### src/verilog/tpuPkg.sv
package tpuPkg;

	////////////////////////////////////////
	// Sizes
	////////////////////////////////////////
	localparam int numEntry    = 16;                // Reorder buffer depth
	localparam int numUnit     = 3;
	localparam int numMaster   = 4;                 // Units plus host port
	localparam int issueWidth  = 6;
	localparam int addrWidth   = 8;
	localparam int dataWidth   = 32;
	localparam int entryWidth  = $clog2(numEntry);
	localparam int masterWidth = $clog2(numMaster);

	////////////////////////////////////////
	// Types
	////////////////////////////////////////
	typedef logic [issueWidth-1:0] issueNo_t;       // Wrapping number unique while in flight
	typedef logic [entryWidth-1:0] entryIdx_t;
	typedef logic [addrWidth-1:0]  addr_t;
	typedef logic [dataWidth-1:0]  data_t;

	typedef enum logic [1:0] {
		opCopy,
		opAdd,
		opXor
	} opCode_t;

	// Execution unit sequence
	typedef enum logic [1:0] {
		sIdle,
		sRead,
		sWrite,
		sCommit
	} execState_t;

endpackage

### src/verilog/busIf.sv
`timescale 1ns/1ps

// Wishbone classic between one master and one slave
interface wbIf;
	logic            cyc;
	logic            stb;
	logic            we;
	tpuPkg::addr_t   adr;
	tpuPkg::data_t   datW;
	tpuPkg::data_t   datR;
	logic            ack;

	modport master(output cyc, stb, we, adr, datW, input datR, ack);
	modport slave(input cyc, stb, we, adr, datW, output datR, ack);
endinterface

// Issue unit to execution unit
interface dispatchIf;
	logic              valid;
	logic              ready;           // High only while the unit is idle
	tpuPkg::opCode_t   op;
	tpuPkg::addr_t     src;
	tpuPkg::addr_t     dst;
	tpuPkg::data_t     imm;
	tpuPkg::issueNo_t  issueNo;

	modport source(output valid, op, src, dst, imm, issueNo, input ready);
	modport sink(input valid, op, src, dst, imm, issueNo, output ready);
endinterface

### src/verilog/execUnit.sv
`timescale 1ns/1ps

module execUnit (
	input  logic             clock,
	input  logic             reset,
	dispatchIf.sink          dispatch,
	wbIf.master              bus,
	output logic             commitReq,
	output tpuPkg::issueNo_t commitNo
);

	tpuPkg::execState_t state;
	tpuPkg::opCode_t    opReg;
	tpuPkg::addr_t      srcReg;
	tpuPkg::addr_t      dstReg;
	tpuPkg::data_t      immReg;
	tpuPkg::issueNo_t   noReg;
	tpuPkg::data_t      result;
	logic               take;

	assign take           = dispatch.valid & dispatch.ready;
	assign dispatch.ready = (state == tpuPkg::sIdle);

	// Bus stays claimed from read through write
	assign bus.cyc  = (state == tpuPkg::sRead) | (state == tpuPkg::sWrite);
	assign bus.stb  = bus.cyc;
	assign bus.we   = (state == tpuPkg::sWrite);
	assign bus.adr  = (state == tpuPkg::sWrite) ? dstReg : srcReg;
	assign bus.datW = result;

	assign commitReq = (state == tpuPkg::sCommit);  // Cycle after write ack
	assign commitNo  = noReg;

	always_ff @(posedge clock) begin
		if (reset) begin
			state <= tpuPkg::sIdle;
		end else begin
			unique case (state)
				tpuPkg::sIdle:   if (take) state <= tpuPkg::sRead;
				tpuPkg::sRead:   if (bus.ack) state <= tpuPkg::sWrite;
				tpuPkg::sWrite:  if (bus.ack) state <= tpuPkg::sCommit;
				tpuPkg::sCommit: state <= tpuPkg::sIdle;
				default:         state <= tpuPkg::sIdle;
			endcase
		end
	end

	////////////////////////////////////////
	// Operand latch and compute
	////////////////////////////////////////
	always_ff @(posedge clock) begin
		if (take) begin
			opReg  <= dispatch.op;
			srcReg <= dispatch.src;
			dstReg <= dispatch.dst;
			immReg <= dispatch.imm;
			noReg  <= dispatch.issueNo;
		end
		if (state == tpuPkg::sRead && bus.ack) begin
			unique case (opReg)
				tpuPkg::opAdd: result <= bus.datR + immReg;   // Modulo 2^32
				tpuPkg::opXor: result <= bus.datR ^ immReg;
				default:       result <= bus.datR;            // Copy
			endcase
		end
	end

endmodule

### src/flat_wrapper.sv
// flat-port wrapper written by rule: the top's interface ports become plain ports
module execUnit_flat 
  (clock, reset, commitReq, commitNo, dispatch_valid, dispatch_op, dispatch_src, dispatch_dst, dispatch_imm, dispatch_issueNo, dispatch_ready, bus_cyc, bus_stb, bus_we, bus_adr, bus_datW, bus_datR, bus_ack);
  dispatchIf dispatch_i ();
  wbIf bus_i ();
  input  logic clock;
  input  logic reset;
  output logic commitReq;
  output tpuPkg::issueNo_t commitNo;
  input wire logic [$bits(dispatch_i.valid)-1:0] dispatch_valid;
  input wire logic [$bits(dispatch_i.op)-1:0] dispatch_op;
  input wire logic [$bits(dispatch_i.src)-1:0] dispatch_src;
  input wire logic [$bits(dispatch_i.dst)-1:0] dispatch_dst;
  input wire logic [$bits(dispatch_i.imm)-1:0] dispatch_imm;
  input wire logic [$bits(dispatch_i.issueNo)-1:0] dispatch_issueNo;
  output wire logic [$bits(dispatch_i.ready)-1:0] dispatch_ready;
  output wire logic [$bits(bus_i.cyc)-1:0] bus_cyc;
  output wire logic [$bits(bus_i.stb)-1:0] bus_stb;
  output wire logic [$bits(bus_i.we)-1:0] bus_we;
  output wire logic [$bits(bus_i.adr)-1:0] bus_adr;
  output wire logic [$bits(bus_i.datW)-1:0] bus_datW;
  input wire logic [$bits(bus_i.datR)-1:0] bus_datR;
  input wire logic [$bits(bus_i.ack)-1:0] bus_ack;
  assign dispatch_i.valid = dispatch_valid;
  assign dispatch_i.op = dispatch_op;
  assign dispatch_i.src = dispatch_src;
  assign dispatch_i.dst = dispatch_dst;
  assign dispatch_i.imm = dispatch_imm;
  assign dispatch_i.issueNo = dispatch_issueNo;
  assign dispatch_ready = dispatch_i.ready;
  assign bus_cyc = bus_i.cyc;
  assign bus_stb = bus_i.stb;
  assign bus_we = bus_i.we;
  assign bus_adr = bus_i.adr;
  assign bus_datW = bus_i.datW;
  assign bus_i.datR = bus_datR;
  assign bus_i.ack = bus_ack;
  execUnit u_core (.clock(clock), .reset(reset), .dispatch(dispatch_i), .bus(bus_i), .commitReq(commitReq), .commitNo(commitNo));
endmodule
### config.mk
export PLATFORM = sky130hd
export DESIGN_NAME = execUnit_flat
export DESIGN_NICKNAME = d
export VERILOG_FILES = /design/src/verilog/tpuPkg.sv /design/src/verilog/busIf.sv /design/src/verilog/execUnit.sv /design/src/flat_wrapper.sv
export SDC_FILE = /design/constraint.sdc
export NUM_CORES = 1
export LEC_CHECK = 0
export BUFFER_PORTS_ARGS = -buffer_cell sky130_fd_sc_hd__buf_2
export CAP_MARGIN = 25
export CORE_MARGIN = 2
export CORE_UTILIZATION = 53
export DETAILED_ROUTE_END_ITERATION = 16
export PLACE_DENSITY = 0.83
export SLEW_MARGIN = 20
export SYNTH_ARGS = -nofsm -noshare
export SYNTH_HDL_FRONTEND = slang
export SYNTH_SLANG_ARGS = --single-unit
### constraint.sdc
create_clock -name clock -period 3.9 [get_ports clock]
set_input_delay 0.39 -clock clock [delete_from_list [all_inputs] [get_ports clock]]
set_output_delay 0.39 -clock clock [all_outputs]
set_load 0.01 [all_outputs]
# After elaboration in Yosys (flattened, before gate mapping)

Index checks and enable logic that the tools add are counted.

Register bits after elaboration: 90
Latch bits: 0
Memory bits (writable): 0
ROM bits: 0
Bits of input ports: 92
Logic and storage cells: 28
Memories kept: 0

$add $sub $neg: 1
Multipliers: 0
Divide/modulo/power cells: 0
Magnitude comparators: 0
Eq/ne operators: 8
Shifts and indexed selects: 0
Mux-type cells: 6
Bitwise logic cells: 3
Reduce and logical (&&, ||, !) cells: 3

Operators by type and width:

| operator                                            | count |
|---|---|
| case mux 32 bit (2 select lines)                    | 1 |
| adder 32 bit                                        | 1 |
| bitwise XOR 32 bit                                  | 1 |
| 2-to-1 mux 8 bit                                    | 1 |
| case mux 2 bit (4 select lines)                     | 1 |
| equality test 2 bit, second input constant          | 3 |
| 2-to-1 mux 2 bit                                    | 3 |
| equality test 2 x 1 -> 1 bit, second input constant | 2 |
| != test 2 bit, second input constant                | 2 |
| AND reduction 3 bit                                 | 1 |
| zero test 2 bit                                     | 1 |
| != test 2 x 1 -> 1 bit, second input constant       | 1 |
| AND 1 bit                                           | 1 |
| logical AND 1 bit                                   | 1 |
| OR 1 bit                                            | 1 |

# Logic depth before layout (Yosys ltp)

Depth after elaboration: 4
Depth in mapped cells: 11
Mapped depth without buffers: 11

# Least setup slack after synthesis

No wires, ideal clock.

Path type: input port to flip-flop
Start: input bus_datR[19]
End: register u_core.result[29], in the netlist u_core.bus.datW[29] (data pin)
Setup time: 266 ps
Arrival: 2,524 ps
Required time: 3,634 ps
Slack: 1,110 ps
Cell stages on the path: 9
Path buffers: 0
Cell sequence: ha_1 and2_4 and3_4 and3_4 a221o_1 a221o_1 or3_1 a32oi_1 o21ai_1

Word-level cells in the longest chain between the ends: 2

RTL lines:

| item                             | line               | source |
|---|---|---|
| start, declared                  | flat_wrapper.sv:22 | `input wire logic [$bits(bus_i.datR)-1:0] bus_datR;` |
| adder 32 bit                     | execUnit.sv:61     | `tpuPkg::opAdd: result <= bus.datR + immReg;` |
| case mux 32 bit (2 select lines) | execUnit.sv:60     | `unique case (opReg)` |
| end signal, assigned             | execUnit.sv:61     |  |
| end signal, assigned             | execUnit.sv:62     | `tpuPkg::opXor: result <= bus.datR ^ immReg;` |
| end signal, assigned             | execUnit.sv:63     | `default: result <= bus.datR;` |
| end, declared                    | execUnit.sv:18     | `tpuPkg::data_t result;` |

Every way passes these cells.
A chain may end at the register's enable or synchronous reset.

# Worst setup path in the final report

Start: register u_core.immReg[3]
End: register u_core.result[27], in the netlist u_core.bus.datW[27] (data pin)

Word-level cells in the longest chain between the ends: 2

RTL lines:

| item                             | line           | source |
|---|---|---|
| start, declared                  | execUnit.sv:16 | `tpuPkg::data_t immReg;` |
| start signal, assigned           | execUnit.sv:56 | `immReg <= dispatch.imm;` |
| adder 32 bit                     | execUnit.sv:61 |  |
| case mux 32 bit (2 select lines) | execUnit.sv:60 |  |

Every way passes these cells.

==> out/results.tsv <==
stage	metric	value	unit
run_status	status	finished clean	
sta	drv_slew	0	
die	design.core.area	9684	um^2
power	vdd_drop_max	0.0004865	V
sta	fin_skew	0.01400	ns
global_route	grt_pass1_vias	4422	
route	vias	4428	
worst_setup_path	critPathMaxStageDelay	0.57	ns
placement	routabilityCongestion	0.8889	
route	ant_nets	0	
clock_tree	tritoncts	yes	
placement	placed_cells_incl_taps	754	
die	row_count	36	
worst_setup_path	slowest_stage	o31ai_1	
layout	fin_area	6279	um^2
synth	synthFlopType	edfxtp_1	
route	drc	0	
synth	synthArstFlopShare	0	%
clock_tree	ctsResizeCount	0	
clock_tree	clkTransAtPathRegs	0.10	ns
synth	syn_inst	497	
worst_setup_path	crit_family	compound AO/OA/AOI/OAI gates	
synth	ys_ff_latch	90	
synth	synth_edf_count	88	
die	start_util	54.30	%
layout	layout_common_cells	buf_2 (142), edfxtp_1 (88), nand2_1 (68)	
power	pwr_density_cell	613.3	nW/um^2
worst_setup_path	required	4.01	ns
route	drt-pass1-iter-count	5	
route	first_iter_violations	273	
worst_setup_path	crit_buf_inv	0	
die	boundaryPins	143	
sta	holdWs	0.1585	ns
power	p_leak	2.699	nW
global_route	antenna_found_initial	1	
clock_tree	insertion_delay	0.40	ns
worst_setup_path	setup.worst_path.class	reg2reg	
sta	min_period	3.223	ns
route	wl	12580	um
synth	synth_nets	627	
synth	yosys.cell_types.count	55	
placement	dpl.hpwl	9251	um
placement	place_area	6085	um^2
worst_setup_path	path_common_cell	a21oi_1	
sta	period_share	82.63	%
placement	port-buffer-count	142	
route	wl_per_cell	16.32	um
synth	ys.warnings.count	0	
layout	fin_cells	771	
layout	layout_commonest_cell	buf_2	
flow_run	cap_violations	0	
clock_tree	cts_htree_levels	3	
sta	slew-limit-headroom	42.40	%
layout	drive_above_1_share	27.79	%
global_route	track_usage	24.03	%
sta	max_freq	310.3	MHz
route	post_drt_via_cell_ratio	5.743	
clock_tree	hold_buffers	0	
clock_tree	cts_buffer_depth	2	
worst_setup_path	start_kind	flip-flop	
synth	netlist_area	5259	um^2
global_route	grt-ovfl-total	0	
global_route	grt_pass1_wl	20500	um
die	die_w	103.6	um
sta	setup_viol	0	
layout	final_util	64.83	%
global_route	grt_max_degree	58	
worst_setup_path	arrival	3.34	ns
synth	yosysSeqAreaShare	51.01	%
worst_setup_path	r2r_slack	0.68	ns
placement	dp_slack	0.7249	ns
sta	hold_viol	0	
die	die_y	103.6	um
worst_setup_path	crit_path_max_fanout	6	
min_path	worstHoldPathType	in2reg	
layout	nNetsFinal	762	
synth	synthesis.area_per_instance	10.58	um^2
die	die_area	10740	um^2
worst_setup_path	endpoint_kind	flip-flop	
worst_setup_path	path_cells	ha_1, a21o_1, a21oi_1, a211oi_1, o31ai_1, a31oi_1, a21oi_1, xor2_1, o221ai_1	
layout	syn_to_final_growth	19.39	%
sta	finalSetupTns	0	ns
clock_tree	clkSinkCount	90	
clock_tree	post-cts-setup-buffers	0	
sta	setup_ws	0.6773	ns
clock_tree	numCtsBuffers	9	
sta	worstMarginPinSlew	0.8639	ns
clock_tree	root_buffer	clkbuf_8	
power	total_power	3.850	mW
sta	grt_setup_unrepaired	false	
-- logic make-up after synthesis --
family	share of synthesized area [%]
AOI/OAI and AO/OA	21.60
and+or+nand+nor	11.37
DFF	51.01
buffers and inverters	3.212
adders and majority gates	9.184
muxes	2.284
xor gates and xnor gates	1.332
-- per-layer routing --
metal  vias up  share of wire (%)  GRT usage [%]
li1       2160                  -              -
met1      2043                 41          28.06
met2       196                 48          40.63
met3        29                8.5          8.622
met4         0                2.3          9.266
met5         -                  0              0
-- synthesized netlist by cell type, types with 5 or more instances --
master	count	area share (%)
a211oi_1	5	0.71
a21o_1	19	2.7
a21oi_1	50	4.8
a31oi_1	8	0.95
and2_1	6	0.71
and3_1	7	0.83
clkbuf_1	21	1.5
edfxtp_1	88	50
ha_1	37	8.8
inv_1	21	1.5
mux2_2	8	1.7
nand2_1	68	4.9
nor2_1	22	1.6
nor3_1	9	0.86
o21ai_0	25	2.4
o21ai_1	10	0.95
o221ai_1	7	1.2
o31ai_1	8	1.1
xor2_1	5	0.83
-- power breakdown --
| group | internal, mW | switching, mW | total (mW) | leakage [nW] |
|---|---|---|---|---|
| clock | 0.249 | 0.373 | 0.622 | 0.0997 |
| combinational | 0.667 | 1.07 | 1.74 | 1.75 |
| sequential | 1.41 | 0.0779 | 1.49 | 0.846 |
| total | 2.33 | 1.52 | 3.85 | 2.70 |
-- registers in the layout, summed over array words and instances, names as in the netlist --
signal and cells:
u_core.bus.datW 32, u_core.srcReg 8, u_core.immReg 32, u_core.opReg 2
u_core.state 2, u_core.dstReg 8, u_core.commitNo 6
-- final timing paths --
path	from	end	cells past startpoint
worst min-delay path	dispatch_issueNo[4]	u_core.commitNo[4]	1
worst max register to register	u_core.immReg[3]	u_core.bus.datW[27]	9
worst min register to register	u_core.state[0]	u_core.state[0]	2
worst max-delay path	u_core.immReg[3]	u_core.bus.datW[27]	9
-- final cells by class --
class | instances | area (um^2)
Clock buffer | 9 | 123.9
Sequential cell | 90 | 2683
Clock inverter | 7 | 67.56
Multi-Input combinational cell | 363 | 2409
Tap cell | 133 | 166.4
Inverter | 21 | 78.83
Antenna cell | 1 | 2.502
Fill cell | 795 | 3406
Timing Repair Buffer | 147 | 748.2
(Power assumes the default switching activity.)
