<file path="src/verilog/tpuPkg.sv">
package tpuPkg;

	////////////////////////////////////////
	// Sizes
	////////////////////////////////////////
	localparam int numEntry    = 16;                // Reorder buffer depth
	localparam int numUnit     = 3;
	localparam int numMaster   = 4;                 // Units plus host port
	localparam int issueWidth  = 6;
	localparam int addrWidth   = 8;
	localparam int dataWidth   = 32;
	localparam int entryWidth  = $clog2(numEntry);
	localparam int masterWidth = $clog2(numMaster);

	////////////////////////////////////////
	// Types
	////////////////////////////////////////
	typedef logic [issueWidth-1:0] issueNo_t;       // Wrapping number unique while in flight
	typedef logic [entryWidth-1:0] entryIdx_t;
	typedef logic [addrWidth-1:0]  addr_t;
	typedef logic [dataWidth-1:0]  data_t;

	typedef enum logic [1:0] {
		opCopy,
		opAdd,
		opXor
	} opCode_t;

	// Execution unit sequence
	typedef enum logic [1:0] {
		sIdle,
		sRead,
		sWrite,
		sCommit
	} execState_t;

endpackage

</file>
<file path="src/verilog/ringBuffCtrl.sv">
`timescale 1ns/1ps

module ringBuffCtrl (
	input  logic              clock,
	input  logic              reset,
	input  logic              we,
	input  logic              re,
	output tpuPkg::entryIdx_t wAddr,
	output tpuPkg::entryIdx_t rAddr,
	output logic              full,
	output logic              empty
);

	logic [tpuPkg::entryWidth:0] count;     // One bit wider than an index
	logic doWrite;
	logic doRead;

	assign full    = (count == (tpuPkg::entryWidth + 1)'(tpuPkg::numEntry));
	assign empty   = (count == '0);
	assign doWrite = we & ~full;
	assign doRead  = re & ~empty;

	always_ff @(posedge clock) begin
		if (reset) begin
			wAddr <= '0;
			rAddr <= '0;
			count <= '0;
		end else begin
			if (doWrite)
				wAddr <= wAddr + 1'b1;      // Wraps at the buffer depth
			if (doRead)
				rAddr <= rAddr + 1'b1;
			if (doWrite & ~doRead)
				count <= count + 1'b1;
			else if (doRead & ~doWrite)
				count <= count - 1'b1;
		end
	end

endmodule

</file>
<file path="src/verilog/reorderBuff.sv">
`timescale 1ns/1ps

module reorderBuff (
	input  logic             clock,
	input  logic             reset,
	input  logic             store,
	input  tpuPkg::issueNo_t issueNo,
	input  logic             commitReq [tpuPkg::numUnit],
	input  tpuPkg::issueNo_t commitNo [tpuPkg::numUnit],
	output logic             full,
	output logic             retireValid,
	output tpuPkg::issueNo_t retireNo
);

	////////////////////////////////////////
	// Commit table
	////////////////////////////////////////
	logic [tpuPkg::numEntry-1:0] entryValid;
	logic [tpuPkg::numEntry-1:0] entryDone;
	tpuPkg::issueNo_t            entryNo [tpuPkg::numEntry];

	logic [tpuPkg::numEntry-1:0] setDone;
	tpuPkg::entryIdx_t           wAddr;
	tpuPkg::entryIdx_t           rAddr;
	logic                        empty;
	logic                        write;
	logic                        retire;

	assign write  = store & ~full;
	assign retire = ~empty & entryDone[rAddr];     // Only the head retires

	// Match every live entry against all units
	always_comb begin
		for (int i = 0; i < tpuPkg::numEntry; i++) begin
			setDone[i] = 1'b0;
			for (int u = 0; u < tpuPkg::numUnit; u++) begin
				setDone[i] = setDone[i] |
					(entryValid[i] & commitReq[u] & (entryNo[i] == commitNo[u]));
			end
		end
	end

	always_ff @(posedge clock) begin
		if (reset) begin
			entryValid  <= '0;
			entryDone   <= '0;
			retireValid <= 1'b0;
		end else begin
			retireValid <= retire;
			entryDone   <= entryDone | setDone;
			if (write) begin
				entryValid[wAddr] <= 1'b1;
				entryDone[wAddr]  <= 1'b0;
			end
			if (retire) begin
				entryValid[rAddr] <= 1'b0;
				entryDone[rAddr]  <= 1'b0;
			end
		end
	end

	always_ff @(posedge clock) begin
		if (write)
			entryNo[wAddr] <= issueNo;
		if (retire)
			retireNo <= entryNo[rAddr];                // Reported with retireValid
	end

	ringBuffCtrl ringBuffCtrl_inst (
		.clock (clock),
		.reset (reset),
		.we    (write),
		.re    (retire),
		.wAddr (wAddr),
		.rAddr (rAddr),
		.full  (full),
		.empty (empty)
	);

endmodule

</file>
<file path="config.mk">
export PLATFORM = sky130hd
export DESIGN_NAME = reorderBuff
export DESIGN_NICKNAME = d
export VERILOG_FILES = /design/src/verilog/tpuPkg.sv /design/src/verilog/ringBuffCtrl.sv /design/src/verilog/reorderBuff.sv
export SDC_FILE = /design/constraint.sdc
export NUM_CORES = 1
export LEC_CHECK = 0
export BUFFER_PORTS_ARGS = -buffer_cell sky130_fd_sc_hd__buf_2
export CAP_MARGIN = 25
export CORE_UTILIZATION = 52
export DETAILED_ROUTE_END_ITERATION = 8
export GPL_TIMING_DRIVEN = 0
export PLACE_DENSITY = 0.78
export REMOVE_ABC_BUFFERS = 1
export SYNTH_ARGS = -nofsm -noshare
export SYNTH_HDL_FRONTEND = slang
export SYNTH_SLANG_ARGS = --single-unit
</file>
<file path="constraint.sdc">
create_clock -name clock -period 6.35 [get_ports clock]
set_input_delay 1.27 -clock clock [delete_from_list [all_inputs] [get_ports clock]]
set_output_delay 1.27 -clock clock [all_outputs]
set_load 0.02 [all_outputs]
</file>
* After elaboration in Yosys (flattened, before gate mapping) *
Memory sizes are Yosys's and may differ from the RTL's. A register that Yosys moved wholly into a read port is not among the register bits.
Cells that the tools add are included.

cells by class
  bitwise operators = 145
  $add $sub $neg = 4
  muxes and demuxes = 16
  eq/ne operators = 49
  order comparisons = 4
  reduce and logical (&&, ||, !) cells = 4

operators with widths
  operator                                                           count
  equality test 6 bit                                                48
  bitwise AND 1 bit                                                  102
  two-way mux 16 bit                                                 6
  bitwise AND 16 bit                                                 3
  NOT 16 bit                                                         2
  bitwise OR 1 bit                                                   32
  bitwise OR 16 bit                                                  2
  less-than comparator 4 x 5 -> 1 bit, second input constant         2
  two-way mux 5 bit                                                  2
  adder 4 x 1 -> 4 bit, second input constant                        2
  demux 1 bit (select 4 bit)                                         2
  greater-or-equal comparator 4 x 1 -> 1 bit, second input constant  2
  adder 5 x 1 -> 5 bit, second input constant                        1
  equality test 5 bit, second input constant                         1
  zero test 5 bit                                                    1
  two-way mux 1 bit                                                  5
  subtractor 5 x 1 -> 5 bit, second input constant                   1
  binary-select mux 1 bit (select 4 bit)                             1
  NOT 1 bit                                                          4
  logical AND 1 bit                                                  2
  nonzero test 2 bit                                                 1

storage, ports and cells
  input bits = 30
  register bits = 46
  memory bits (writable) = 96
  output and inout port bits = 8
  logic and storage cells = 229
  memories kept = 1

memory list
  name     depth  bits a word  read ports  clocked after Yosys merged registers in  write ports  RTL line           RTL
  entryNo  16     6            17          1                                        1            reorderBuff.sv:20  tpuPkg::issueNo_t entryNo [tpuPkg::numEntry];

* Logic depth before layout (Yosys ltp) *
  word-level depth = 10
  gate-level depth with buffers = 14
  depth with buffers taken out = 13

* By module *
A second synthesis with hierarchy kept.

unflattened totals
  cells, all modules = 850
  area, all modules = 9526.6 um^2

by module, submodules not included
  module        area each (um^2)  seq. area each (um^2)  instances  cells each
  reorderBuff   8814.7            3723.6                 1          773
  ringBuffCtrl  711.9             260.2                  1          77

* Worst setup path after synthesis *
OpenSTA, ideal clock, no wires.

  path type = input to register
  start = input store
  end = register ringBuffCtrl_inst.count[4] in the netlist's numbering
  setup time = 0.071 ns
  data required time = 6.279 ns
  data arrival time = 3.035 ns
  setup slack = 3.245 ns
  stages = 9
  buffers on the path = 0
  cells stage by stage = a21boi_2 > ha_1 > inv_1 > ha_1 > a21o_1 > a21oi_1 > xnor2_1 > or3_1 > a21oi_1

on the way
  cells in the longest elaborated chain, start to end = 5
  elaborated cells on any way between the ends = 7
  those cells by class = mux: 1; bitwise: 5; reduce/logical: 1

RTL lines
  what                                 RTL line            RTL
  from (decl)                          reorderBuff.sv:6    input logic store,
  bitwise AND 1 bit *                  reorderBuff.sv:29   assign write = store & ~full;
  bitwise AND 1 bit *                  ringBuffCtrl.sv:20  assign doWrite = we & ~full;
  NOT 1 bit                            ringBuffCtrl.sv:35  else if (doRead & ~doWrite)
  bitwise AND 1 bit                    ringBuffCtrl.sv:35
  nonzero test 2 bit (no source line)  -
  to (signal assigned)                 ringBuffCtrl.sv:34  count <= count + 1'b1;
  to (signal assigned)                 ringBuffCtrl.sv:36  count <= count - 1'b1;
  to (decl)                            ringBuffCtrl.sv:14  logic [tpuPkg::entryWidth:0] count;

Mark *: on every way between the ends. The rest lies on a longest branch, timed or not.
A chain may end at the register's enable or synchronous reset.

* Final worst setup path *
  start = register ringBuffCtrl_inst.rAddr[1]
  end = register ringBuffCtrl_inst.count[4] in the netlist's numbering

on the way
  cells in the longest elaborated chain, start to end = 7
  elaborated cells on any way between the ends = 9
  those cells by class = mux: 3; bitwise: 5; reduce/logical: 1

RTL lines
  what                                                            RTL line            RTL
  from (decl)                                                     ringBuffCtrl.sv:9   output tpuPkg::entryIdx_t rAddr,
  from (signal assigned)                                          ringBuffCtrl.sv:32  rAddr <= rAddr + 1'b1;
  binary-select mux 1 bit (select 4 bit) *                        reorderBuff.sv:30   assign retire = ~empty & entryDone[rAddr];
  two-way mux 1 bit (implied by the code) *                       reorderBuff.sv:30
  bitwise AND 1 bit *                                             reorderBuff.sv:30
  bitwise AND 1 bit *                                             ringBuffCtrl.sv:21  assign doRead = re & ~empty;
  NOT 1 bit                                                       ringBuffCtrl.sv:33  if (doWrite & ~doRead)
  bitwise AND 1 bit                                               ringBuffCtrl.sv:33
  two-way mux 5 bit / nonzero test 2 bit (equally long branches)  -

Mark *: on every way between the ends. The rest lies on a longest branch, timed or not. The select of a mux whose other input is x is not followed.

==> impl_table.tex <==
\begin{tabular}{lr}
\hline
Metric & Value \\
\hline
\multicolumn{2}{l}{\textbf{Status}} \\
Run status & completed \\
\multicolumn{2}{l}{\textbf{Place}} \\
Last weighted congestion value of the routability-driven placer & 0.921 \\
Placed standard-cell area & 9700 µm² \\
Port Buffer Count & 37 \\
Final HPWL from detailed placement & 17.3 mm \\
\multicolumn{2}{l}{\textbf{Die}} \\
Die area & 18800 µm² \\
Effective utilization at floorplan & 52.9\% \\
Row count & 49 \\
Floorplan Core Area & 18000 µm² \\
Overall die width & 137 µm \\
I/O pin total & 38 \\
Die height & 137 µm \\
\multicolumn{2}{l}{\textbf{Clocking}} \\
Hold-fix buffer count after cts & 0 \\
Clock-pin transition on the worst setup and hold timing paths & 70 ps \\
Number of gates resized after cts & 0 \\
Clock tree from TritonCTS & yes \\
CTS sink cnt & 148 \\
Clock latency on the worst-skew pair & 440 ps \\
Post-CTS setup-driven buffer insertion count & 0 \\
Max clock buf depth & 2 \\
Num CTS Buffers & 17 \\
Root cell of the clock tree & sky130\_fd\_sc\_hd\_\_clkbuf\_16 \\
H-tree depth reported by CTS & 4 \\
\multicolumn{2}{l}{\textbf{Yosys}} \\
Seq/Total Area, Yosys & 41.9\% \\
Primary FF master, synth & sky130\_fd\_sc\_hd\_\_edfxtp\_1 \\
Number of flops mapped to enable cells by yosys & 102 \\
Warnings, synthesis & 0 \\
Netlist area before placement & 9500 µm² \\
Number of synthesized register bits & 148 \\
Leading post-synthesis cells by cell area & sky130\_fd\_sc\_hd\_\_edfxtp\_1 32\%, sky130\_fd\_sc\_hd\_\_xnor2\_1 18\%, sky130\_fd\_sc\_hd\_\_xor2\_1 9.8\%, sky130\_fd\_sc\_hd\_\_dfxtp\_1 9.7\%, sky130\_fd\_sc\_hd\_\_mux4\_2 7.1\% \\
Mean instance size in the synthesized netlist & 11.2 µm² \\
Library cell with the largest summed area after synthesis & sky130\_fd\_sc\_hd\_\_edfxtp\_1 \\
Fraction of synthesized cell area taken by the top area cell type & 32.2\% \\
Cell count after synthesis & 850 \\
Unique cell type count in the Yosys netlist & 52 \\
Asr flop ratio synth & 0\% \\
\multicolumn{2}{l}{\textbf{Pwr}} \\
Clock group share of total power & 36.9\% \\
Part of the power in registers & 44.5\% \\
Ratio of total power to cell area & 248 nW/µm² \\
NetSw & 0.745 mW \\
Standby leakage power & 3.20 nW \\
Worst vdd ir & 0.244 mV \\
Cell-internal power & 1.80 mW \\
Sw Ratio & 29.3\% \\
Combinational fraction of design power & 18.6\% \\
\multicolumn{2}{l}{\textbf{Final layout}} \\
Layout overhead on the synthesized area & 8.15\% \\
Commonest non-fill, non-tap cell in the layout & sky130\_fd\_sc\_hd\_\_xnor2\_1 \\
Register cell area after layout & 3990 µm² \\
Fraction of final layout cells with drive strength greater than 1 & 13.4\% \\
Number of nets in the layout & 893 \\
Highest-count cells in the layout ignoring fill and taps & 191 x sky130\_fd\_sc\_hd\_\_xnor2\_1, 106 x sky130\_fd\_sc\_hd\_\_xor2\_1, 102 x sky130\_fd\_sc\_hd\_\_edfxtp\_1 \\
Area of the multi-input gates & 5200 µm² \\
Final non-filler cell area & 10300 µm² \\
Fillers & 1449 \\
\multicolumn{2}{l}{\textbf{GRT}} \\
Antenna violations before repair & 1 \\
Maximum number of pins on one net before global-route repair & 41 \\
First-pass GRT wire length & 42.1 mm \\
Total congestion overflow & 0 \\
Number of global-route vias before repair & 6971 \\
Global routing usage summed across all routing layers & 31.8\% \\
\multicolumn{2}{l}{\textbf{Critical path}} \\
Required arrival time at the worst endpoint & 6700 ps \\
Type of origin of the critical path & flip-flop \\
Data arrival time of the critical path & 4270 ps \\
WS Path Type & flip-flop to flip-flop \\
Critical-path maximum fanout & 40 \\
Critical path endpoint category & flip-flop \\
\multicolumn{2}{l}{\textbf{STA}} \\
Clock Skews & 12.1 ps \\
Fin crit period & 3920 ps \\
Total negative setup slack & 0 ps \\
Fin crit share & 61.8\% \\
Slew at the pin with the worst max-slew slack & 1090 ps \\
RSZ-0062 raised after global routing & no \\
Max-slew violations & 0 \\
Worst slew margin relative to its limit & 27.1\% \\
Final number of setup-violating endpoints & 0 \\
Total count of hold-check failures in the final report & 0 \\
Achievable clock frequency & 255 MHz \\
\multicolumn{2}{l}{\textbf{Routing}} \\
First-pass iteration count of the detailed router & 5 \\
Drc violations & 0 \\
Number of antenna-violating nets in the routed design & 0 \\
Average wire per standard cell & 25.8 µm \\
Post-Route WL & 28.2 mm \\
Via count & 7156 \\
Vias per cell & 6.55 \\
Initial DRC count & 997 \\
\multicolumn{2}{l}{\textbf{Job}} \\
Max Cap Violations & 0 \\
\multicolumn{2}{l}{\textbf{Worst hold path}} \\
Class of the most critical hold timing path & flip-flop to flip-flop \\
\hline
\end{tabular}
[critical path: stages, from the launching register on]
cell and delay (ps):
sky130_fd_sc_hd__dfxtp_2 1000, sky130_fd_sc_hd__nor2b_1 100, sky130_fd_sc_hd__a2111oi_0 520, sky130_fd_sc_hd__a211oi_2 200
sky130_fd_sc_hd__a31oi_4 380, sky130_fd_sc_hd__ha_1 300, sky130_fd_sc_hd__inv_1 100, sky130_fd_sc_hd__ha_1 320
sky130_fd_sc_hd__a21o_1 180, sky130_fd_sc_hd__a21oi_1 180, sky130_fd_sc_hd__xnor2_1 90, sky130_fd_sc_hd__or3_1 310
sky130_fd_sc_hd__a21oi_1 140
[synth_stat cells (all sizes together) (2+ instances only)]
cell type / instances
mux4: 30
a41oi: 3
and2: 2
nand3: 90
nor3: 11
buf: 36
nand2b: 2
nor4: 66
edfxtp: 102
or4: 2
nor2b: 3
xnor2: 191
xor2: 106
nor3b: 7
and2b: 2
inv: 10
dfxtp: 46
a211oi: 6
a21oi: 11
a31oi: 2
o21a: 7
and3: 4
a2111oi: 4
o41ai: 2
ha: 12
mux2i: 5
nand4: 5
nand2: 7
a21o: 2
nor2: 41
clkbuf: 23
[power groups by stage]
stage | registers [mW] | clock network, mW | logic (mW)
after floorplan | 1.14 | 0 | 0.298
after global placement | 1.15 | 0 | 0.438
after detailed placement | 1.15 | 0 | 0.454
after CTS | 1.13 | 0.943 | 0.458
after global routing | 1.14 | 0.984 | 0.510
final | 1.13 | 0.940 | 0.474
[layer usage]
metal | track usage, % | wire (µm) | part of all wire, %
met5 | 0 | 0 | 0
met4 | 17.2 | 1520 | 5.4
met3 | 7.58 | 3190 | 11
met2 | 48.9 | 12700 | 45
met1 | 41.4 | 10800 | 38
[stage by stage]
stage	total power [mW]	std cells	util [%]	setup slack (ps)	hold slack [ps]
floorplan	1.44	791	-	2350	481
global placement	1.59	1057	54.0	1600	499
detailed placement	1.61	1058	54.0	2250	504
CTS	2.53	1090	57.0	2220	516
global route	2.63	1092	57.2	2210	531
finish	2.54	1093	57.2	2430	522
[cell type report]
class | instances | area share (%)
multi-input combinational | 633 | 50.6
sequential | 148 | 38.8
clock buffer | 18 | 4.18
tap | 229 | 2.79
timing repair buffer | 40 | 2.14
clock inverter | 14 | 1.12
inverter | 10 | 0.365
antenna | 1 | 0.0243
[state kept, by name (all words and copies together), names as in the netlist]
signal / count
entryNo: 96
entryDone: 16
entryValid: 16
retireNo: 6
ringBuffCtrl_inst.count: 5
ringBuffCtrl_inst.rAddr: 4
ringBuffCtrl_inst.wAddr: 4
retireValid: 1
[cell families after synthesis]
family / count (synthesis) / share of synthesized area [%]
xor gates and xnor gates: 297 / 27.4
and+or+nand+nor: 244 / 14.1
DFF: 148 / 41.9
buffers and inverters: 69 / 3.36
AOI/OAI and AO/OA: 43 / 3.73
muxes: 36 / 7.76
adders and majority gates: 13 / 1.79
[worst paths after layout]
kind	start	to	slack, ps	cells past startpoint
min reg2reg	entryValid[7]	entryValid[7]	520	2
min	entryValid[7]	entryValid[7]	520	2
max reg2reg	ringBuffCtrl_inst.rAddr[1]	ringBuffCtrl_inst.count[4]	2430	12
max	ringBuffCtrl_inst.rAddr[1]	ringBuffCtrl_inst.count[4]	2430	12
(Power assumes the default switching activity.)
